$ cat src/common/tile_cfg.svh
// Tile configuration macros shared by the package and the RTL
// The grid is square, so one size sets rows, columns and edge lanes
// TILE_CONST_WIDTH plus 4 opcode and side bits must fit in TILE_DATA_WIDTH
`ifndef TILE_CFG_SVH
`define TILE_CFG_SVH

//////////////////////////////////////////////////////////////////////
// Grid geometry
//////////////////////////////////////////////////////////////////////

// Rows, columns and lanes per edge side
`define TILE_GRID_SIZE 2

//////////////////////////////////////////////////////////////////////
// Token widths
//////////////////////////////////////////////////////////////////////

// Payload word carried by every forward token
`define TILE_DATA_WIDTH 32

// Constant held in a process element configuration
`define TILE_CONST_WIDTH 8

`endif

$ cat src/common/tile_pkg.sv
// Token and configuration types for the compute tile
// A payload word is read as data or as a config word, chosen by is_config
`include "tile_cfg.svh"

package tile_pkg;

	// Port and edge side index
	typedef enum logic [1:0] {
		side_north = 2'd0,
		side_east  = 2'd1,
		side_west  = 2'd2,
		side_south = 2'd3
	} side_t;

	// Process element operation
	typedef enum logic [1:0] {
		op_pass = 2'd0,
		op_add  = 2'd1,
		op_sub  = 2'd2,
		op_xor  = 2'd3
	} op_t;

	localparam int cfg_pad_width = `TILE_DATA_WIDTH - 4 - `TILE_CONST_WIDTH;

	// Config view of the payload, low bits unused
	typedef struct packed {
		op_t                          opcode;
		side_t                        out_side;
		logic [`TILE_CONST_WIDTH-1:0] constant;
		logic [cfg_pad_width-1:0]     unused;
	} pe_config_t;

	typedef union packed {
		logic [`TILE_DATA_WIDTH-1:0] data;
		pe_config_t                  cfg;
	} payload_t;

	// Forward token, hold runs against it as a plain level
	typedef struct packed {
		logic     valid;
		logic     is_config;
		side_t    dest;
		payload_t payload;
	} ftk_t;

	typedef ftk_t [3:0] ftk_side_t;
	typedef ftk_t [3:0][`TILE_GRID_SIZE-1:0] ftk_edge_t;

endpackage

$ cat src/route_element/route_element.sv
// Route element, forwards each token to the side named by its dest
// One register per output side; a register loads only when it starts empty
// Input priority is north, east, west, south
`timescale 1ns/100ps

module route_element
	import tile_pkg::*;
(
	input  logic       clock,
	input  logic       rst_n,
	input  ftk_side_t  in_tok,
	output logic [3:0] in_hold,
	output ftk_side_t  out_tok,
	input  logic [3:0] out_hold
);

	// Input granted into its target register this cycle
	logic [3:0] grant;
	// Output register handing its token downstream
	logic [3:0] drain;

	//////////////////////////////////////////////////////////////////////
	// Arbitration and hold
	//////////////////////////////////////////////////////////////////////

	always_comb begin
		logic [3:0] claimed;
		claimed = '0;
		grant   = '0;
		for (int i = 0; i < 4; i++) begin
			// First valid input per dest side claims it
			if (in_tok[i].valid && !claimed[in_tok[i].dest]) begin
				claimed[in_tok[i].dest] = 1'b1;
				grant[i] = !out_tok[in_tok[i].dest].valid;
			end
		end
		// Losers and inputs facing a full register are held
		for (int i = 0; i < 4; i++) begin
			in_hold[i] = in_tok[i].valid && !grant[i];
		end
	end

	always_comb begin
		for (int s = 0; s < 4; s++) begin
			drain[s] = out_tok[s].valid && !out_hold[s];
		end
	end

	//////////////////////////////////////////////////////////////////////
	// Output registers
	//////////////////////////////////////////////////////////////////////

	always_ff @(posedge clock) begin
		if (!rst_n) begin
			for (int s = 0; s < 4; s++) begin
				out_tok[s].valid <= 1'b0;
			end
		end else begin
			for (int s = 0; s < 4; s++) begin
				if (drain[s]) begin
					out_tok[s].valid <= 1'b0;
				end
			end
			// Token passes unchanged, config tokens too
			for (int i = 0; i < 4; i++) begin
				if (grant[i]) begin
					out_tok[in_tok[i].dest] <= in_tok[i];
				end
			end
		end
	end

	// Held output keeps its token until the neighbour takes it
	for (genvar s = 0; s < 4; s++) begin : g_hold_check
		assert property (@(posedge clock) disable iff (!rst_n)
			out_tok[s].valid && out_hold[s] |=> $stable(out_tok[s]));
	end

endmodule

$ cat src/process_element/process_element.sv
// Process element with one output register shared by all four sides
// Config tokens load the configuration and produce no output
// Reset configuration is op_pass with out_side south and constant zero
`timescale 1ns/100ps
`include "tile_cfg.svh"

module process_element
	import tile_pkg::*;
(
	input  logic       clock,
	input  logic       rst_n,
	input  ftk_side_t  in_tok,
	output logic [3:0] in_hold,
	output ftk_side_t  out_tok,
	input  logic [3:0] out_hold
);

	pe_config_t                  cfg_q;
	ftk_t                        out_q;
	ftk_t                        sel_tok;
	logic                        take;
	logic [3:0]                  grant;
	logic [3:0]                  out_valid;
	logic [`TILE_DATA_WIDTH-1:0] operand;
	logic [`TILE_DATA_WIDTH-1:0] result;

	//////////////////////////////////////////////////////////////////////
	// Input selection
	//////////////////////////////////////////////////////////////////////

	always_comb begin
		logic found;
		found   = 1'b0;
		grant   = '0;
		sel_tok = in_tok[side_north];
		for (int i = 0; i < 4; i++) begin
			if (in_tok[i].valid && !found) begin
				found    = 1'b1;
				grant[i] = !out_q.valid;
				sel_tok  = in_tok[i];
			end
		end
		take = found && !out_q.valid;
		for (int i = 0; i < 4; i++) begin
			in_hold[i] = in_tok[i].valid && !grant[i];
		end
	end

	// Constant is zero extended to the data width
	assign operand = {{(`TILE_DATA_WIDTH - `TILE_CONST_WIDTH){1'b0}}, cfg_q.constant};

	always_comb begin
		case (cfg_q.opcode)
			op_add:  result = sel_tok.payload.data + operand;
			op_sub:  result = sel_tok.payload.data - operand;
			op_xor:  result = sel_tok.payload.data ^ operand;
			default: result = sel_tok.payload.data;
		endcase
	end

	//////////////////////////////////////////////////////////////////////
	// Configuration and output register
	//////////////////////////////////////////////////////////////////////

	always_ff @(posedge clock) begin
		if (!rst_n) begin
			cfg_q       <= '{opcode: op_pass, out_side: side_south, default: '0};
			out_q.valid <= 1'b0;
		end else begin
			if (out_q.valid && !out_hold[out_q.dest]) begin
				out_q.valid <= 1'b0;
			end
			if (take) begin
				if (sel_tok.is_config) begin
					cfg_q <= sel_tok.payload.cfg;
				end else begin
					out_q.valid        <= 1'b1;
					out_q.is_config    <= 1'b0;
					out_q.dest         <= cfg_q.out_side;
					out_q.payload.data <= result;
				end
			end
		end
	end

	// Token shows only on its dest side
	always_comb begin
		for (int s = 0; s < 4; s++) begin
			out_valid[s]     = out_q.valid && (out_q.dest == side_t'(s));
			out_tok[s]       = out_q;
			out_tok[s].valid = out_valid[s];
		end
	end

	// No config can land while a result waits, so dest tracks out_side
	assert property (@(posedge clock) disable iff (!rst_n)
		out_q.valid |-> (out_q.dest == cfg_q.out_side));

endmodule

$ cat src/logic/compute_tile.sv
// Square checkerboard of route and process elements
// Even row plus column holds a route element, odd holds a process element
// North and south lanes follow the column, east and west lanes the row
`timescale 1ns/100ps
`include "tile_cfg.svh"

module compute_tile
	import tile_pkg::*;
(
	input  logic                            clock,
	input  logic                            rst_n,
	input  ftk_edge_t                       edge_in,
	output logic [3:0][`TILE_GRID_SIZE-1:0] edge_hold_out,
	output ftk_edge_t                       edge_out,
	input  logic [3:0][`TILE_GRID_SIZE-1:0] edge_hold_in
);

	// Per element ports, indexed [row][column]
	ftk_side_t  el_in       [`TILE_GRID_SIZE][`TILE_GRID_SIZE];
	ftk_side_t  el_out      [`TILE_GRID_SIZE][`TILE_GRID_SIZE];
	logic [3:0] el_in_hold  [`TILE_GRID_SIZE][`TILE_GRID_SIZE];
	logic [3:0] el_out_hold [`TILE_GRID_SIZE][`TILE_GRID_SIZE];

	for (genvar r = 0; r < `TILE_GRID_SIZE; r++) begin : g_row
		for (genvar c = 0; c < `TILE_GRID_SIZE; c++) begin : g_col

			//////////////////////////////////////////////////////////////////////
			// Side inputs, from a neighbour or from the edge
			//////////////////////////////////////////////////////////////////////

			if (r == 0) begin : g_north_edge
				assign el_in[r][c][side_north]       = edge_in[side_north][c];
				assign el_out_hold[r][c][side_north] = edge_hold_in[side_north][c];
				assign edge_out[side_north][c]       = el_out[r][c][side_north];
				assign edge_hold_out[side_north][c]  = el_in_hold[r][c][side_north];
			end else begin : g_north_mesh
				assign el_in[r][c][side_north]       = el_out[r-1][c][side_south];
				assign el_out_hold[r][c][side_north] = el_in_hold[r-1][c][side_south];
			end

			if (r == `TILE_GRID_SIZE - 1) begin : g_south_edge
				assign el_in[r][c][side_south]       = edge_in[side_south][c];
				assign el_out_hold[r][c][side_south] = edge_hold_in[side_south][c];
				assign edge_out[side_south][c]       = el_out[r][c][side_south];
				assign edge_hold_out[side_south][c]  = el_in_hold[r][c][side_south];
			end else begin : g_south_mesh
				assign el_in[r][c][side_south]       = el_out[r+1][c][side_north];
				assign el_out_hold[r][c][side_south] = el_in_hold[r+1][c][side_north];
			end

			if (c == 0) begin : g_west_edge
				assign el_in[r][c][side_west]       = edge_in[side_west][r];
				assign el_out_hold[r][c][side_west] = edge_hold_in[side_west][r];
				assign edge_out[side_west][r]       = el_out[r][c][side_west];
				assign edge_hold_out[side_west][r]  = el_in_hold[r][c][side_west];
			end else begin : g_west_mesh
				assign el_in[r][c][side_west]       = el_out[r][c-1][side_east];
				assign el_out_hold[r][c][side_west] = el_in_hold[r][c-1][side_east];
			end

			if (c == `TILE_GRID_SIZE - 1) begin : g_east_edge
				assign el_in[r][c][side_east]       = edge_in[side_east][r];
				assign el_out_hold[r][c][side_east] = edge_hold_in[side_east][r];
				assign edge_out[side_east][r]       = el_out[r][c][side_east];
				assign edge_hold_out[side_east][r]  = el_in_hold[r][c][side_east];
			end else begin : g_east_mesh
				assign el_in[r][c][side_east]       = el_out[r][c+1][side_west];
				assign el_out_hold[r][c][side_east] = el_in_hold[r][c+1][side_west];
			end

			//////////////////////////////////////////////////////////////////////
			// Element placement
			//////////////////////////////////////////////////////////////////////

			if (((r + c) % 2) == 0) begin : g_re
				route_element route_element_inst (
					.clock    (clock),
					.rst_n    (rst_n),
					.in_tok   (el_in[r][c]),
					.in_hold  (el_in_hold[r][c]),
					.out_tok  (el_out[r][c]),
					.out_hold (el_out_hold[r][c])
				);
			end else begin : g_pe
				process_element process_element_inst (
					.clock    (clock),
					.rst_n    (rst_n),
					.in_tok   (el_in[r][c]),
					.in_hold  (el_in_hold[r][c]),
					.out_tok  (el_out[r][c]),
					.out_hold (el_out_hold[r][c])
				);
			end
		end
	end

endmodule

$ cat config.mk
export PLATFORM = sky130hd
export DESIGN_NAME = compute_tile
export DESIGN_NICKNAME = d
export VERILOG_FILES = /design/src/common/tile_pkg.sv /design/src/route_element/route_element.sv /design/src/process_element/process_element.sv /design/src/logic/compute_tile.sv
export VERILOG_INCLUDE_DIRS = /design/src /design/src/common
export SDC_FILE = /design/constraint.sdc
export NUM_CORES = 1
export LEC_CHECK = 0
export ABC_AREA = 1
export BUFFER_PORTS_ARGS = -buffer_cell sky130_fd_sc_hd__buf_4
export CAP_MARGIN = 5
export CORE_UTILIZATION = 29
export DETAILED_ROUTE_END_ITERATION = 16
export GPL_TIMING_DRIVEN = 0
export SYNTH_ARGS = -nofsm -noshare
export SYNTH_HDL_FRONTEND = slang
export SYNTH_SLANG_ARGS = --single-unit
$ cat constraint.sdc
create_clock -name clock -period 2.9 [get_ports clock]
set_input_delay 0.29 -clock clock [delete_from_list [all_inputs] [get_ports clock]]
set_output_delay 0.29 -clock clock [all_outputs]
set_load 0.1 [all_outputs]
* Word-level counts from Yosys, hierarchy flattened
Cells that the tools add are included.
** Word-level totals
- Register bits :: 382
- Bits in latches :: 0
- RAM bits :: 0
- ROM bits :: 0
- Input bits :: 298
- Word-level logic and storage cells :: 332
- Memories kept :: 0
** Cells by class
- Add/subtract/negate cells :: 4
- Multipliers :: 0
- Div/mod/pow operators :: 0
- $lt $le $gt $ge :: 12
- Equal/unequal tests :: 12
- Shifts and indexed selects :: 0
- Mux-type cells :: 140
- Bitwise logic cells :: 8
- Reduce and logical (&&, ||, !) cells :: 112
** Operator list (count)
- $mux W144 :: 14
- $bwmux W144 :: 8
- $mux W36 :: 18
- $bmux W36 S2 :: 8
- $demux W36 S2 :: 6
- $mux W35 :: 6
- $pmux W32 S3 :: 2
- $add A32 B8 Y32 :: 2
- $sub A32 B8 Y32 :: 2
- $xor A32 B8 Y32 :: 2
- $mux W1 :: 57
- $logic_and A1 B1 Y1 :: 56
- $logic_not A1 Y1 :: 50
- $mux W4 :: 6
- $bmux W1 S2 :: 10
- $lt A2 B3 Y1 const B :: 6
- $eq A2 B2 Y1 const B :: 8
- $or A4 B4 Y4 :: 4
- $ge A2 B1 Y1 const B :: 6
- $demux W1 S2 :: 5
- $eq A2 B1 Y1 const B :: 4
- $reduce_and A3 Y1 :: 2
- $logic_not A2 Y1 :: 2
- $reduce_and A2 Y1 :: 2
- $not A1 Y1 :: 2

* Depth between registers and ports, before layout
Gate-level depths: netlist of the first run.
- Depth in word-level cells :: 29
- Gate-level depth with buffers :: 22

* By module
Synthesis of the first run repeated with hierarchy kept, for this count alone.
** Unflattened totals
- Cell total of the unflattened synthesis :: 6401
- Area, all modules :: 38877.3 um^2
** Modules (own cells, without submodules)
- route_element (g_row[0].g_col[0].g_re.route_element_inst) :: times used 1, cells an instance 2313, area an instance 13424.1 um^2
- route_element (g_row[1].g_col[1].g_re.route_element_inst) :: times used 1, cells an instance 2201, area an instance 12891.1 um^2
- process_element (g_row[1].g_col[0].g_pe.process_element_inst) :: times used 1, cells an instance 943, area an instance 6301.0 um^2
- process_element (g_row[0].g_col[1].g_pe.process_element_inst) :: times used 1, cells an instance 944, area an instance 6261.0 um^2

* Worst setup path after synthesis of the first run
No wires, ideal clock.
- Path type :: register to output
- Start :: register g_row[1].g_col[1].g_re.route_element_inst.out_tok[143] (netlist name)
- End :: output port edge_hold_out[3] (netlist name)
- Arrival time :: 3.191 ns
- Required time :: 2.610 ns
- Setup slack :: -0.581 ns
- Cell stages (with the launch flop) :: 6
- Path buffers :: 1
- Path through :: dfxtp_1 inv_1 o21ai_1 nand2_1 clkbuf_1 a21oi_1
** RTL lines
- start: declaration :: line route_element.sv:13 : output ftk_side_t out_tok,
- start signal: indexed assignment :: line route_element.sv:67 : out_tok[in_tok[i].dest] <= in_tok[i];
- end: declaration :: line compute_tile.sv:13 : output logic [3:0][`TILE_GRID_SIZE-1:0] edge_hold_out,

==> flow_summary.json, run 1 <==
{
  "dp_slack_ns": -1.95,
  "drtIter0Drc": 3667,
  "gp_congestion": 0.993,
  "synthTopCellsByArea": "edfxtp_1, nand2_1, inv_1",
  "design_area_um2": 43300,
  "period_needed_ns": 3.30,
  "fmax_ghz": 0.303,
  "status": "complete, but fails checks",
  "top_layer": "met5",
  "max-clock-path-buffers": 3,
  "num_vias": 34700,
  "wl_met2_um": 78100,
  "nNetsFinal": 5767,
  "rows": 118,
  "first_pass_iters": 6,
  "coreArea_um2": 103000,
  "drive_gt1_share_pct": 31.6,
  "drcViolationCount": 0,
  "grt_pass1_vias": 32800,
  "hold_path.class": "in2reg",
  "netlist_area_um2": 30200,
  "ios": 594,
  "wl_met3_um": 13800,
  "grt-ovfl-total": 0,
  "clockRootBuffer": "clkbuf_16",
  "hold_depth": 5,
  "worst-r2r-cell-count": 17,
  "io_buffers": 581,
  "hold_slack_ns": 0.0341,
  "finalClockSkew_ns": 0.0176,
  "cp-start-kind": "flip-flop",
  "hold_viol": 0,
  "hold_start": "edge_hold_in[0]",
  "p_leak_uw": 0.0212,
  "avgViaCountPerCell": 5.10,
  "grt_start_max_net_pins": 106,
  "clkSinkCount": 374,
  "cellPowerDensity_nw_per_um2": 748,
  "ys_warn_count": 0,
  "yosysTopAreaCell": "edfxtp_1",
  "cp_max_fo": 5,
  "clock_latency_ns": 0.63,
  "htree_levels": 2,
  "syn2layout_area_growth_pct": 43.3,
  "floorplan.die.width_um": 325,
  "synthDistinctLibCells": 42,
  "start_util_pct": 29.2,
  "die_h_um": 325,
  "numCtsBuffers": 49,
  "ys_ff_latch": 374,
  "clk_pin_slew_ns": 0.06,
  "routedWlPerCell_um": 24.6,
  "drt-total-wl_um": 168000,
  "fin_tns_setup_ns": -7.50,
  "ir_drop_mv": 0.482,
  "maxSlewHeadroom_pct": 32.0,
  "mostFrequentLayoutCell": "nand2_1",
  "slew_viol_final": 0,
  "ys_seq_area_share_pct": 36.0,
  "cp_data_arrival_time_ns": 3.66,
  "rsz0062_at_grt": "yes",
  "antenna_found_initial": 20,
  "fillers": 10900,
  "critPathRequiredTime_ns": 3.26,
  "violations": "setup timing",
  "dpl_cell_area_um2": 36500,
  "cts_tree": "done",
  "layout_common_cells": "nand2_1, buf_4, inv_1",
  "grt_first_pass_wirelength_um": 229000,
  "critPathKind": "reg2reg",
  "antenna_left": 0,
  "grt_usage_pct": 30.2,
  "setup_viol": 37,
  "worstMarginPinSlew_ns": 1.02,
  "worstSetupEndpointType": "flip-flop",
  "setup_ws_ns": -0.399,
  "syn_inst": 4574,
  "post-route-period-util_pct": 114,
  "dp_hpwl_um": 136000,
  "maxCapViolations": 0,
  "die_area_um2": 106000,
  "synth_area_per_cell_um2": 6.61,
  "m1WireLength_um": 66000,
  "yosysTopAreaCellShare_pct": 33.8
}
## layout make-up
class,count,area (um2),area share [%]
Multi-Input combinational cell,3210,18100,41.7
Sequential cell,374,10900,25.2
Timing Repair Buffer,772,6260,14.5
Inverter,650,2500,5.78
Buffer,338,2350,5.43
Tap cell,1380,1730,3.99
Clock buffer,65,1300,2.99
Clock inverter,21,186,0.430
Antenna cell,6,15.0,0.0347
## report_power, final
group	internal, uW	switching (uW)	leakage [uW]	total, uW
sequential	6760	699	0.00359	7460
clock	3390	2650	0.000718	6030
combinational	6320	12600	0.0169	18900
## path summary, 6_finish.rpt
check | slack [ns] | endpoint
worst min-delay path | 0.03 | flip-flop
worst max-delay path | -0.40 | flip-flop
worst min register to register | 0.44 | flip-flop
worst max register to register | -0.40 | flip-flop
## cell usage after synthesis
| master | instances |
|---|---|
| or2_2 | 79 |
| edfxtp_1 | 340 |
| inv_1 | 632 |
| o21ai_1 | 66 |
| nor2_8 | 1 |
| o21ai_0 | 391 |
| xnor2_1 | 5 |
| nand3b_1 | 7 |
| a21boi_0 | 6 |
| ha_1 | 72 |
| nor3_4 | 2 |
| and2_1 | 17 |
| a21oi_1 | 129 |
| xor2_1 | 8 |
| fa_1 | 2 |
| buf_6 | 5 |
| nand4_1 | 18 |
| nor2_4 | 1 |
| nand2_2 | 7 |
| buf_2 | 75 |
| nor2_2 | 4 |
| a22oi_1 | 12 |
| buf_4 | 147 |
| o22ai_1 | 6 |
| and3_1 | 4 |
| inv_2 | 11 |
| dfxtp_1 | 34 |
| o211ai_2 | 1 |
| nand3_1 | 387 |
| a31oi_1 | 22 |
| o211ai_1 | 77 |
| clkinv_1 | 7 |
| nand2_1 | 1656 |
| nand3_2 | 4 |
| nor2_1 | 189 |
| conb_1 | 1 |
| o21bai_1 | 4 |
| nand4_2 | 2 |
| o31ai_1 | 7 |
| clkbuf_1 | 106 |
| buf_1 | 11 |
| nor3_1 | 19 |
## worst max-delay path: stages, from the launching register on
cell       delay [ns]
dfxtp_4          0.36
buf_12           0.13
nand2_8          0.11
inv_8            0.05
clkbuf_16        0.15
o211ai_1         0.63
a31oi_4          0.24
ha_4             0.37
nand2_4          0.07
nor2_4           0.12
inv_2            0.07
nor3_4           0.21
and2_4           0.21
nand2_4          0.04
nand2_2          0.05
nand2_1          0.05
nand3_1          0.06
nand2_1          0.10
## cell families after synthesis
logic type	count (synthesis)	synth area share, %
other	1	0.0124
flip-flops	374	36.0
buffers and inverters	994	14.6
AND/OR/NAND/NOR	2397	32.9
XOR/XNOR	13	0.377
AO/OA/AOI/OAI	721	13.0
adder cells (fa/ha/maj)	74	3.11
## sequential cells by signal, indices dropped and copies added (netlist names)
register and flops:
g_row.g_col.g_re.route_element_inst.out_tok 280, g_row.g_col.g_pe.process_element_inst.out_tok 68, g_row.g_col.g_pe.process_element_inst.cfg_q 24, g_row.g_col.g_pe.process_element_inst.out_q 2
## what timing repair did
action,in CTS,in global routing
hold buffers,37,0
pin swaps,124,188
hold endpoints to repair,37,0
setup endpoints to repair,155,89
setup buffers,84,59
resized for setup,560,419
gates cloned,2,5
## routing by layer
layer | vias up | GRT usage, %
met3 | 375 | 5.30
met2 | 1709 | 50.5
met4 | 26 | 14.7
met1 | 16400 | 37.3
met5 | - | 0
li1 | 16300 | -
## per-stage QoR
stage          utilization [%]  instances  power [uW]
3_5_place_dp              35.2       6543       21600
6_report                  41.9       6816       32400
2_1_floorplan                -       4577       17100
4_1_cts                   39.8       6748       30100
3_3_place_gp              35.1       6538       21500
5_1_grt                   41.8       6810       33800
(Power assumes the default switching activity.)
==> inputs of run 2 (changes only) <==
--- a/config.mk
+++ b/config.mk
@@ -9,6 +9,7 @@
 export ABC_AREA = 1
 export BUFFER_PORTS_ARGS = -buffer_cell sky130_fd_sc_hd__buf_4
 export CAP_MARGIN = 5
+export CORE_ASPECT_RATIO = 1.2
 export CORE_UTILIZATION = 29
 export DETAILED_ROUTE_END_ITERATION = 16
 export GPL_TIMING_DRIVEN = 0
==> constraint.sdc (replaced) <==
create_clock -name clock -period 3 [get_ports clock]
set_input_delay 0.3 -clock clock [delete_from_list [all_inputs] [get_ports clock]]
set_output_delay 0.3 -clock clock [all_outputs]
set_load 0.1 [all_outputs]
==> flow_summary.json, run 2 (synthesis results as in run 1) <==
{
  "status": "complete, but fails checks",
  "htree_levels": 2,
  "first_pass_iters": 7,
  "cp_num_buf_inv": 2,
  "path_cells": "nor2_4 > nand2_2 > inv_1 > buf_4 > o21ai_0 > nand2_1 > nand2_1 > ha_1 > nand2_1 > nor2_1 > nand2_1 > nand3_2 > nand2_1 > nand2_4 > nand2_2 > nand2_1 > nand2_1 > nand3_2 > nand2_2",
  "fin_tns_setup_ns": -5.85,
  "p_sw_share_pct": 50.1,
  "routedWlPerCell_um": 26.8,
  "switching_power_uw": 15400,
  "clockRootBuffer": "clkbuf_16",
  "slew_viol_final": 0,
  "grt_usage_pct": 32.9,
  "grt_pass1_vias": 33100,
  "cts_tree": "done",
  "clk_pin_slew_ns": 0.06,
  "nNetsFinal": 5738,
  "clkSinkCount": 374,
  "grt-ovfl-total": 0,
  "dp_hpwl_um": 146000,
  "hold_path.class": "in2reg",
  "finalClockSkew_ns": 0.0231,
  "top_register": "g_row.g_col.g_re.route_element_inst.out_tok",
  "dpl_cell_area_um2": 36500,
  "die_area_um2": 106000,
  "cp_common_cell": "nand2_1",
  "pwr-share-clk_pct": 18.9,
  "num_vias": 35400,
  "avgViaCountPerCell": 5.21,
  "worst-r2r-cell-count": 19,
  "cp_data_arrival_time_ns": 3.68,
  "maxSlewHeadroom_pct": 4.52,
  "pwr-share-seq_pct": 23.8,
  "critPathKind": "reg2reg",
  "syn2layout_area_growth_pct": 39.6,
  "post-route-period-util_pct": 111,
  "grt_start_max_net_pins": 115,
  "drtIter0Drc": 4011,
  "design_area_um2": 42200,
  "cp_num_cells": 19,
  "slowest_delay_ns": 0.40,
  "clock_latency_ns": 0.63,
  "slowest_stage": "ha_1",
  "p_leak_uw": 0.0207,
  "reg_top3": "g_row.g_col.g_re.route_element_inst.out_tok x280, g_row.g_col.g_pe.process_element_inst.out_tok x68, g_row.g_col.g_pe.process_element_inst.cfg_q x24",
  "cp_max_fo": 10,
  "cp-start-kind": "flip-flop",
  "critPathRequiredTime_ns": 3.36,
  "antenna_found_initial": 26,
  "gp_congestion": 1.03,
  "antenna_left": 0,
  "cellPowerDensity_nw_per_um2": 730,
  "floorplan.die.width_um": 297,
  "pwr-share-comb_pct": 57.3,
  "coreArea_um2": 103000,
  "layout_common_cells": "nand2_1, buf_4, inv_1",
  "m1WireLength_um": 64900,
  "start_util_pct": 29.3,
  "drive_gt1_share_pct": 29.5,
  "hold_depth": 5,
  "drt-total-wl_um": 182000,
  "drcViolationCount": 0,
  "period_needed_ns": 3.32,
  "largest_reg_flops": 280,
  "wl_met3_um": 15300,
  "rows": 129,
  "mostFrequentLayoutCell": "nand2_1",
  "rsz0062_at_grt": "yes",
  "grt_first_pass_wirelength_um": 245000,
  "hold_viol": 0,
  "intPower_uw": 15400,
  "io_buffers": 581,
  "worstMarginPinSlew_ns": 1.43,
  "maxCapViolations": 0,
  "fillers": 11000,
  "worstSetupEndpointType": "flip-flop",
  "hold_slack_ns": 0.0234,
  "violations": "setup timing",
  "critPathTopFamily": "simple AND/OR/NAND/NOR gates",
  "ios": 594,
  "wl_met2_um": 84900,
  "max-clock-path-buffers": 3,
  "ir_drop_mv": 0.398,
  "die_h_um": 356,
  "setup_ws_ns": -0.320,
  "setup_viol": 27,
  "numCtsBuffers": 47,
  "fmax_ghz": 0.301,
  "top_layer": "met5"
}
==> run 2: cell count changes in the layout (fill, tap and decap cells not counted), moves of 8 or more <==
cell / previous run / this run
inv_2: 55 / 40
inv_1: 572 / 593
nand3_2: 36 / 23
nand2_1: 1497 / 1526
nor2_1: 133 / 149
nor2_4: 31 / 20
nand3_1: 337 / 359
o21ai_0: 324 / 335
nand2_4: 66 / 41
nand3_4: 18 / 9
dlygate4sd3_1: 37 / 29
buf_4: 844 / 836
ha_4: 55 / 47
buf_12: 22 / 8
==> run 2: metal layers <==
metal | global-route usage (%) | vias up
met5 | 0 | -
met4 | 24.6 | 28
met3 | 6.07 | 529
met2 | 55.7 | 1899
met1 | 36.9 | 16700
li1 | - | 16200
==> run 2: timing repair <==
action	CTS	global route
endpoints found under the setup margin	195	103
resized for setup	452	336
pin swaps	86	132
hold endpoints to repair	29	0
buffers inserted	51	73
hold buffers	29	0
cloned	1	4
==> run 2: power groups by stage <==
| stage | registers [uW] | clock network [uW] | logic, uW |
|---|---|---|---|
| floorplan | 8610 | 0 | 7910 |
| global placement | 7400 | 0 | 13800 |
| detailed placement | 7370 | 0 | 13900 |
| CTS | 7290 | 5820 | 15800 |
| global route | 7320 | 5970 | 18700 |
| finish | 7320 | 5830 | 17700 |
==> run 2: layout make-up <==
cell class                 count  area [um2]  share of cell area [%]
multi-input combinational   3209       17400                    41.3
sequential                   374       10900                    25.9
timing repair buffer         744        5880                    13.9
inverter                     650        2480                    5.87
buffer                       340        2280                    5.41
tap                         1375        1720                    4.08
clock buffer                  66        1310                    3.10
clock inverter                20         153                   0.362
antenna                        7        17.5                  0.0415
==> run 2: worst min-delay path, cell delays in order <==
cell and delay [ns]:
buf_4 0.08, nand2_1 0.06, nand4_1 0.09, nand2_1 0.05
inv_1 0.04
==> run 2: final timing paths <==
check / startpoint / end / slack (ns)
max: flip-flop / flip-flop / -0.32
min reg2reg: flip-flop / flip-flop / 0.43
max reg2reg: flip-flop / flip-flop / -0.32
min: edge_hold_in[0] / flip-flop / 0.02
==> run 2: per-stage QoR <==
stage / cells / setup slack, ns / total power (uW) / utilization, %
after detailed placement: 6538 / -2.18 / 21300 / 35.3
after CTS: 6701 / -0.208 / 28900 / 39.1
after floorplan: 4577 / 0.0312 / 16500 / -
final: 6785 / -0.320 / 30800 / 40.9
after global placement: 6533 / -6.07 / 21200 / 35.2
after global routing: 6779 / -0.445 / 32000 / 40.9
